==> src/timebase_pkg.sv <==
// shared widths, sequencer states and status/tick bundles; imported by every timebase module
package timebase_pkg;

	// ==================================================
	// counter widths
	// ==================================================
	typedef logic [31:0] tick_cnt_t;	// period counter, holds CLK_FREQ/30 at 100 MHz+
	typedef logic [15:0] hold_cnt_t;	// lock filter and reset hold counters
	typedef logic [7:0]  loss_cnt_t;	// lock losses, saturates at 255

	// ==================================================
	// reset sequencer states
	// ==================================================
	typedef enum logic [1:0] {
		SEQ_WAIT_LOCK = 2'd0,	// waiting for a filtered, stable lock
		SEQ_HOLD      = 2'd1,	// lock seen, counting out the reset hold
		SEQ_RUN       = 2'd2	// system out of reset, ticks running
	} seq_state_t;

	// ==================================================
	// bundles
	// ==================================================

	// lock monitor output, also passed out of the top as status
	typedef struct packed {
		logic      locked;		// filtered lock level
		logic      lock_lost;	// one cycle, when a stable lock drops
		loss_cnt_t loss_count;	// lock losses since rst
	} lock_status_t;

	// periodic timebase outputs
	// tick is one cycle at terminal count, pulse covers the last STRETCH+1 counts
	typedef struct packed {
		logic tick_1024;	// ~1024 Hz tick
		logic tick_30;		// ~30 Hz tick
		logic pulse_1024;	// stretched 1024 Hz pulse
		logic pulse_30;		// stretched 30 Hz pulse
	} timebase_t;

endpackage

==> src/lock_monitor.sv <==
// synchronizes and filters the pll lock level and counts lock losses for the reset sequencer
`timescale 1ns/100ps

module lock_monitor import timebase_pkg::*; #(
	parameter int LOCK_FILTER = 8	// cycles the synced lock must stay high
) (
	input  logic         sys_clk,
	input  logic         rst,
	input  logic         pll_locked,	// async level from the pll
	output lock_status_t lock_stat
);

	localparam hold_cnt_t FILTER_MAX = hold_cnt_t'(LOCK_FILTER);

	// ==================================================
	// two-flop synchronizer
	// ==================================================
	logic sync_meta;	// first stage, may go metastable
	logic sync_lock;	// second stage, safe to use

	always_ff @(posedge sys_clk) begin
		if (rst) begin
			sync_meta <= 1'b0;
			sync_lock <= 1'b0;
		end else begin
			sync_meta <= pll_locked;
			sync_lock <= sync_meta;
		end
	end

	// ==================================================
	// stability filter
	// ==================================================
	hold_cnt_t filt_cnt;	// consecutive high samples, sticks at FILTER_MAX
	logic      locked_q;
	logic      lost_q;

	always_ff @(posedge sys_clk) begin
		if (rst) begin
			filt_cnt <= '0;
			locked_q <= 1'b0;
			lost_q   <= 1'b0;
		end else begin
			if (!sync_lock)
				filt_cnt <= '0;					// any low sample restarts the filter
			else if (filt_cnt != FILTER_MAX)
				filt_cnt <= filt_cnt + 1'b1;

			// lock only after the full filter run, drop on the first low sample
			if (!sync_lock)
				locked_q <= 1'b0;
			else if (filt_cnt == FILTER_MAX)
				locked_q <= 1'b1;

			lost_q <= locked_q & ~sync_lock;	// falls with locked_q, one cycle
		end
	end

	// ==================================================
	// lock loss counter
	// ==================================================
	loss_cnt_t loss_q;

	always_ff @(posedge sys_clk) begin
		if (rst)
			loss_q <= '0;						// only rst clears it
		else if (locked_q && !sync_lock && loss_q != '1)
			loss_q <= loss_q + 1'b1;			// lands with lost_q, sticks at 255
	end

	assign lock_stat = '{
		locked:     locked_q,
		lock_lost:  lost_q,
		loss_count: loss_q
	};

endmodule

==> src/reset_sequencer.sv <==
// holds the system reset until a stable lock plus a hold time, then enables the tick generators
`timescale 1ns/100ps

module reset_sequencer import timebase_pkg::*; #(
	parameter int HOLD_CYCLES = 20	// cycles in SEQ_HOLD before release, at least 1
) (
	input  logic sys_clk,
	input  logic rst,
	input  logic locked,		// filtered lock level
	input  logic lock_lost,		// one cycle on loss of a stable lock
	output logic sys_rst,		// system reset, active high
	output logic tick_run		// tick generator enable
);

	// counter starts at HOLD_CYCLES-1 so SEQ_HOLD lasts exactly HOLD_CYCLES cycles
	localparam hold_cnt_t HOLD_LOAD = hold_cnt_t'(HOLD_CYCLES - 1);

	seq_state_t state;
	seq_state_t state_nx;
	hold_cnt_t  hold_cnt;		// down counter in SEQ_HOLD
	hold_cnt_t  hold_nx;

	// ==================================================
	// next state
	// ==================================================
	always_comb begin
		state_nx = state;
		hold_nx  = hold_cnt;

		case (state)
			SEQ_WAIT_LOCK: begin
				if (locked) begin
					state_nx = SEQ_HOLD;
					hold_nx  = HOLD_LOAD;
				end
			end

			SEQ_HOLD: begin
				if (hold_cnt == '0)
					state_nx = SEQ_RUN;		// hold done, release next edge
				else
					hold_nx = hold_cnt - 1'b1;
			end

			SEQ_RUN: begin
				state_nx = SEQ_RUN;			// stays here until lock drops
			end

			default: begin
				state_nx = SEQ_WAIT_LOCK;	// illegal encoding, start over
			end
		endcase

		// lock loss wins from any state
		if (lock_lost)
			state_nx = SEQ_WAIT_LOCK;
	end

	// ==================================================
	// state and output registers
	// ==================================================
	// outputs follow state_nx so they change on the same edge as the state
	always_ff @(posedge sys_clk) begin
		if (rst) begin
			state    <= SEQ_WAIT_LOCK;
			hold_cnt <= '0;
			sys_rst  <= 1'b1;	// system held in reset out of rst
			tick_run <= 1'b0;
		end else begin
			state    <= state_nx;
			hold_cnt <= hold_nx;
			sys_rst  <= (state_nx != SEQ_RUN);
			tick_run <= (state_nx == SEQ_RUN);	// enabled exactly while out of reset
		end
	end

endmodule

==> src/tick_gen.sv <==
// period counter producing a one-cycle tick and a stretched pulse; one instance per timebase rate
`timescale 1ns/100ps

module tick_gen import timebase_pkg::*; #(
	parameter tick_cnt_t DIVISOR = 30,	// sys_clk cycles per period
	parameter int        STRETCH = 10	// pulse starts STRETCH counts before terminal
) (
	input  logic sys_clk,
	input  logic rst,
	input  logic run,		// counting enable from the sequencer
	output logic tick,		// one cycle at count == DIVISOR
	output logic pulse		// high for count >= DIVISOR-STRETCH
);

	// first count of the stretched pulse, clamped for short periods
	localparam tick_cnt_t PULSE_START = (DIVISOR > STRETCH) ?
		tick_cnt_t'(DIVISOR - STRETCH) : tick_cnt_t'(1);

	tick_cnt_t cnt;		// runs 1..DIVISOR
	tick_cnt_t cnt_nx;
	logic      tick_q;
	logic      pulse_q;

	// rests at 1 when idle, reloads to 1 after terminal count
	always_comb begin
		if (!run)
			cnt_nx = tick_cnt_t'(1);
		else if (cnt == DIVISOR)
			cnt_nx = tick_cnt_t'(1);
		else
			cnt_nx = cnt + 1'b1;
	end

	// compare on the next count so the registered flags line up with cnt
	always_ff @(posedge sys_clk) begin
		if (rst) begin
			cnt     <= tick_cnt_t'(1);
			tick_q  <= 1'b0;
			pulse_q <= 1'b0;
		end else begin
			cnt     <= cnt_nx;
			tick_q  <= run & (cnt_nx == DIVISOR);
			pulse_q <= run & (cnt_nx >= PULSE_START);
		end
	end

	// silent as soon as run drops
	assign tick  = tick_q & run;
	assign pulse = pulse_q & run;

endmodule

==> src/timebase_top.sv <==
// reset and timebase top beside the pll that drives sys_rst and the 1024 Hz and 30 Hz timebase
`timescale 1ns/100ps

module timebase_top import timebase_pkg::*; #(
	parameter int CLK_FREQ    = 20_000_000,	// sys_clk rate in Hz
	parameter int LOCK_FILTER = 8,			// stable-lock filter length
	parameter int HOLD_CYCLES = 20,			// reset hold after lock
	parameter int STRETCH     = 10			// stretched pulse width
) (
	input  logic         sys_clk,
	input  logic         rst,			// external reset, sync active high
	input  logic         pll_locked,	// raw pll lock level
	output logic         sys_rst,		// sequenced system reset
	output lock_status_t status,
	output timebase_t    timebase
);

	// period lengths in sys_clk cycles rounded down
	localparam tick_cnt_t DIV_1024 = tick_cnt_t'(CLK_FREQ / 1024);
	localparam tick_cnt_t DIV_30   = tick_cnt_t'(CLK_FREQ / 30);

	lock_status_t lock_stat;
	logic         tick_run;
	logic         tick_1024, pulse_1024;
	logic         tick_30, pulse_30;

	// ==================================================
	// lock and reset control
	// ==================================================
	lock_monitor #(.LOCK_FILTER(LOCK_FILTER)) u_lock_monitor (
		.sys_clk    (sys_clk),
		.rst        (rst),
		.pll_locked (pll_locked),
		.lock_stat  (lock_stat)
	);

	reset_sequencer #(.HOLD_CYCLES(HOLD_CYCLES)) u_reset_sequencer (
		.sys_clk   (sys_clk),
		.rst       (rst),
		.locked    (lock_stat.locked),
		.lock_lost (lock_stat.lock_lost),
		.sys_rst   (sys_rst),
		.tick_run  (tick_run)
	);

	// ==================================================
	// timebase generators
	// ==================================================
	tick_gen #(.DIVISOR(DIV_1024), .STRETCH(STRETCH)) u_tick_1024 (
		.sys_clk (sys_clk),
		.rst     (rst),
		.run     (tick_run),
		.tick    (tick_1024),
		.pulse   (pulse_1024)
	);

	tick_gen #(.DIVISOR(DIV_30), .STRETCH(STRETCH)) u_tick_30 (
		.sys_clk (sys_clk),
		.rst     (rst),
		.run     (tick_run),
		.tick    (tick_30),
		.pulse   (pulse_30)
	);

	assign status   = lock_stat;
	assign timebase = '{
		tick_1024:  tick_1024,
		tick_30:    tick_30,
		pulse_1024: pulse_1024,
		pulse_30:   pulse_30
	};

endmodule

==> config.mk <==
export PLATFORM = sky130hd
export DESIGN_NAME = timebase_top
export DESIGN_NICKNAME = d
export VERILOG_FILES = /design/src/timebase_pkg.sv /design/src/lock_monitor.sv /design/src/reset_sequencer.sv /design/src/tick_gen.sv /design/src/timebase_top.sv
export SDC_FILE = /design/constraint.sdc
export NUM_CORES = 1
export LEC_CHECK = 0
export BUFFER_PORTS_ARGS = -buffer_cell sky130_fd_sc_hd__buf_4
export CORE_AREA = 5 5 112 114
export DETAILED_ROUTE_END_ITERATION = 16
export DIE_AREA = 0 0 117 119
export PLACE_DENSITY = 0.7
export SYNTH_ARGS = -nofsm -noshare
export SYNTH_HDL_FRONTEND = slang
export SYNTH_SLANG_ARGS = --single-unit
==> constraint.sdc <==
create_clock -name sys_clk -period 3.3 [get_ports sys_clk]
set_clock_uncertainty 0.15 [all_clocks]
set_input_delay 0.33 -clock sys_clk [delete_from_list [all_inputs] [get_ports sys_clk]]
set_output_delay 0.33 -clock sys_clk [all_outputs]
set_load 0.02 [all_outputs]
==> flow_summary.toml <==
[global_route]
antenna_found_initial = 0
overflow = 0
grt_max_degree = 33
grt_pass1_vias = 4860
grt_usage = 0.195
grt_pass1_wl_um = 22100

[synth]
yosysWarnings = 0
syn-num-nets = 752
postSynth.asyncResetShare = 0
synth_edf_count = 0
syn_area_mm2 = 0.00607
ys_seq_area_frac = 0.382
ys_types = 64
netlist_instances = 742
synthFlopType = "dfxtp_1"
ys_ff_latch = 116
synth_area_per_cell_um2 = 8.19

[critical_path]
critPathMaxFanout = 9
crit_arrival_ns = 3.05
cp-start-kind = "flop"
required_ns = 3.43
cp-end-kind = "flop"
critical_path_class = "reg2reg"

[finish]
nNetsFinal = 753
area_growth_pct = 12.7
diodes = 0
drive_gt1_frac = 0.101

[route]
wire_per_inst_um = 14.4
vias_per_cell = 5.77
routed_wl_um = 12900
firstDrtPassIters = 5
num_vias = 5178
ant_nets = 0
first_iter_violations = 328
drc_errors = 0

[clocking]
cts_repair_resize_count = 0
cts_tree = "built"
numClockSinks = 116
clock-root-buffer = "clkbuf_16"
clk_path_buf_depth = 2
htree_levels = 4
numCtsBuffers = 17
clk_latency_ns = 0.41
hold_buffers = 0
postCtsSetupBuffers = 0
clk_pin_slew_ns = 0.05

[power_and_ir_drop]
leakagePower_nw = 2.31
ir_worst_vdd_mv = 0.658
powerDensity_mw_per_mm2 = 476

[floorplan]
die_w_um = 117
num_rows = 39
die_y_um = 119
core_area_mm2 = 0.0113
initial_utilization = 0.537
io_pins = 18
die_area_mm2 = 0.0139

[timing]
setup_viol = 0
final-hold-violation-count = 0
max_slew_margin = 0.527
grt_setup_unrepaired = "no"
min_period_ns = 2.92
hold_slack_ns = 0.0282
fmax_ghz = 0.342
tightestPinTransition_ns = 0.701
tns_ns = 0
finalMaxSlewViolations = 0
layout_worst_path_cycle_share = 0.885

[run]
maxCapViolCount = 0

[min_path]
holdCritPathClass = "in2reg"

[placed_design]
routabilityCongestion = 0.854
place_hpwl_um = 8950
io_buffers = 17

[outcome]
outcome = "completed"
-- path summary, 6_finish.rpt --
| kind | from | to | slack [ns] | depth (start not counted) |
|---|---|---|---|---|
| setup / recovery | u_tick_1024.cnt[11] | u_tick_1024.pulse_q | 0.38 | 7 |
| hold / removal | pll_locked | u_lock_monitor.sync_meta | 0.03 | 2 |
| setup reg to reg | u_tick_1024.cnt[11] | u_tick_1024.pulse_q | 0.38 | 7 |
| hold reg to reg | u_tick_1024.cnt[0] | u_tick_1024.cnt[0] | 0.31 | 1 |
-- sequential cells by signal, indices dropped and copies added (netlist names), 2 cells and up --
name	count
u_lock_monitor.filt_cnt	16
u_lock_monitor.loss_q	8
u_tick_30.cnt	32
u_reset_sequencer.hold_cnt	16
u_reset_sequencer.state	2
u_tick_1024.cnt	32
-- critical path, stage by stage (launching register included) --
cell	delay, ns
dfxtp_1	0.49
nand4_2	0.21
or4_4	0.59
nor4_1	0.58
and4_1	0.28
nor3_1	0.05
nor4_1	0.31
a31oi_1	0.12
-- per-layer routing --
metal | track usage | wire length [um] | vias to the layer above
li1 | - | - | 2594
met1 | 0.242 | 5940 | 2433
met2 | 0.312 | 6090 | 126
met3 | 0.0644 | 599 | 25
met4 | 0.0746 | 248 | 0
met5 | 0 | 0 | -
-- cells in the mapped netlist (4+ instances only) --
| cell | count | area [um^2] |
|---|---|---|
| a21oi_1 | 22 | 110 |
| and2_1 | 10 | 62.6 |
| and3_1 | 14 | 87.6 |
| and4_1 | 7 | 61.3 |
| buf_2 | 10 | 50.1 |
| buf_4 | 8 | 60.1 |
| clkbuf_1 | 23 | 86.3 |
| dfxtp_1 | 116 | 2320 |
| ha_1 | 7 | 87.6 |
| inv_1 | 19 | 71.3 |
| mux2i_1 | 4 | 40.0 |
| nand2_1 | 37 | 139 |
| nand2b_1 | 6 | 37.5 |
| nand3_1 | 33 | 165 |
| nand4_1 | 33 | 206 |
| nor2_1 | 136 | 510 |
| nor3_1 | 38 | 190 |
| nor4_1 | 16 | 100 |
| nor4b_1 | 8 | 70.1 |
| o21ai_0 | 14 | 70.1 |
| o31ai_1 | 4 | 30.0 |
| or3_1 | 15 | 93.8 |
| or4_1 | 4 | 30.0 |
| xnor2_1 | 51 | 447 |
| xor2_1 | 43 | 377 |
-- stage by stage --
stage                     setup WS, ns  power [mW]  cell area, um^2  std cells   util
final                            0.379        3.26             6840        897  0.605
after global routing             0.186        3.37             6840        897  0.605
after CTS                        0.401        3.30             6840        897  0.605
after detailed placement         0.418        1.45             6250        867  0.552
after global placement           0.530        1.45             6250        867  0.552
after floorplan                  0.634        1.44             6070        742      -
-- logic make-up after synthesis --
logic type               synth area share
multiplexers                      0.00659
buffers and inverters              0.0480
AND/OR/NAND/NOR                     0.331
adder cells (fa/ha/maj)            0.0144
XOR/XNOR                            0.136
flip-flops                          0.382
AO/OA/AOI/OAI                      0.0820
-- area by class of cell --
| class | instances | area (um^2) |
|---|---|---|
| Clock inverter | 9 | 130 |
| Clock buffer | 21 | 460 |
| Tap cell | 143 | 179 |
| Timing Repair Buffer | 27 | 203 |
| Inverter | 19 | 71.3 |
| Multi-Input combinational cell | 562 | 3480 |
| Fill cell | 1019 | 4480 |
| Sequential cell | 116 | 2320 |
-- power by group --
| part | switching [mW] | total, mW | internal [mW] |
|---|---|---|---|
| clock network | 0.627 | 1.84 | 1.21 |
| registers | 0.000987 | 1.40 | 1.40 |
| logic | 0.0106 | 0.0144 | 0.00380 |
| total | 0.638 | 3.26 | 2.62 |
-- cell usage in the layout (no fill, tap or decap), drive strengths merged, types with 4 or more instances in the layout --
cell type	netlist	final
or4	5	5
nor2	137	137
nand3	33	33
or3	17	17
a21oi	22	22
inv	19	19
and2	10	10
nand2	37	37
buf	21	27
ha	7	7
xnor2	51	51
clkbuf	24	21
o31ai	4	4
and3	14	14
nor4b	8	8
o21ai	16	16
nor3	38	38
clkinv	0	5
nor4	19	19
nand4	36	36
dfxtp	116	116
and4	7	7
xor2	43	43
nand2b	6	6
mux2i	4	4
Power figures use the tool's default switching activity.
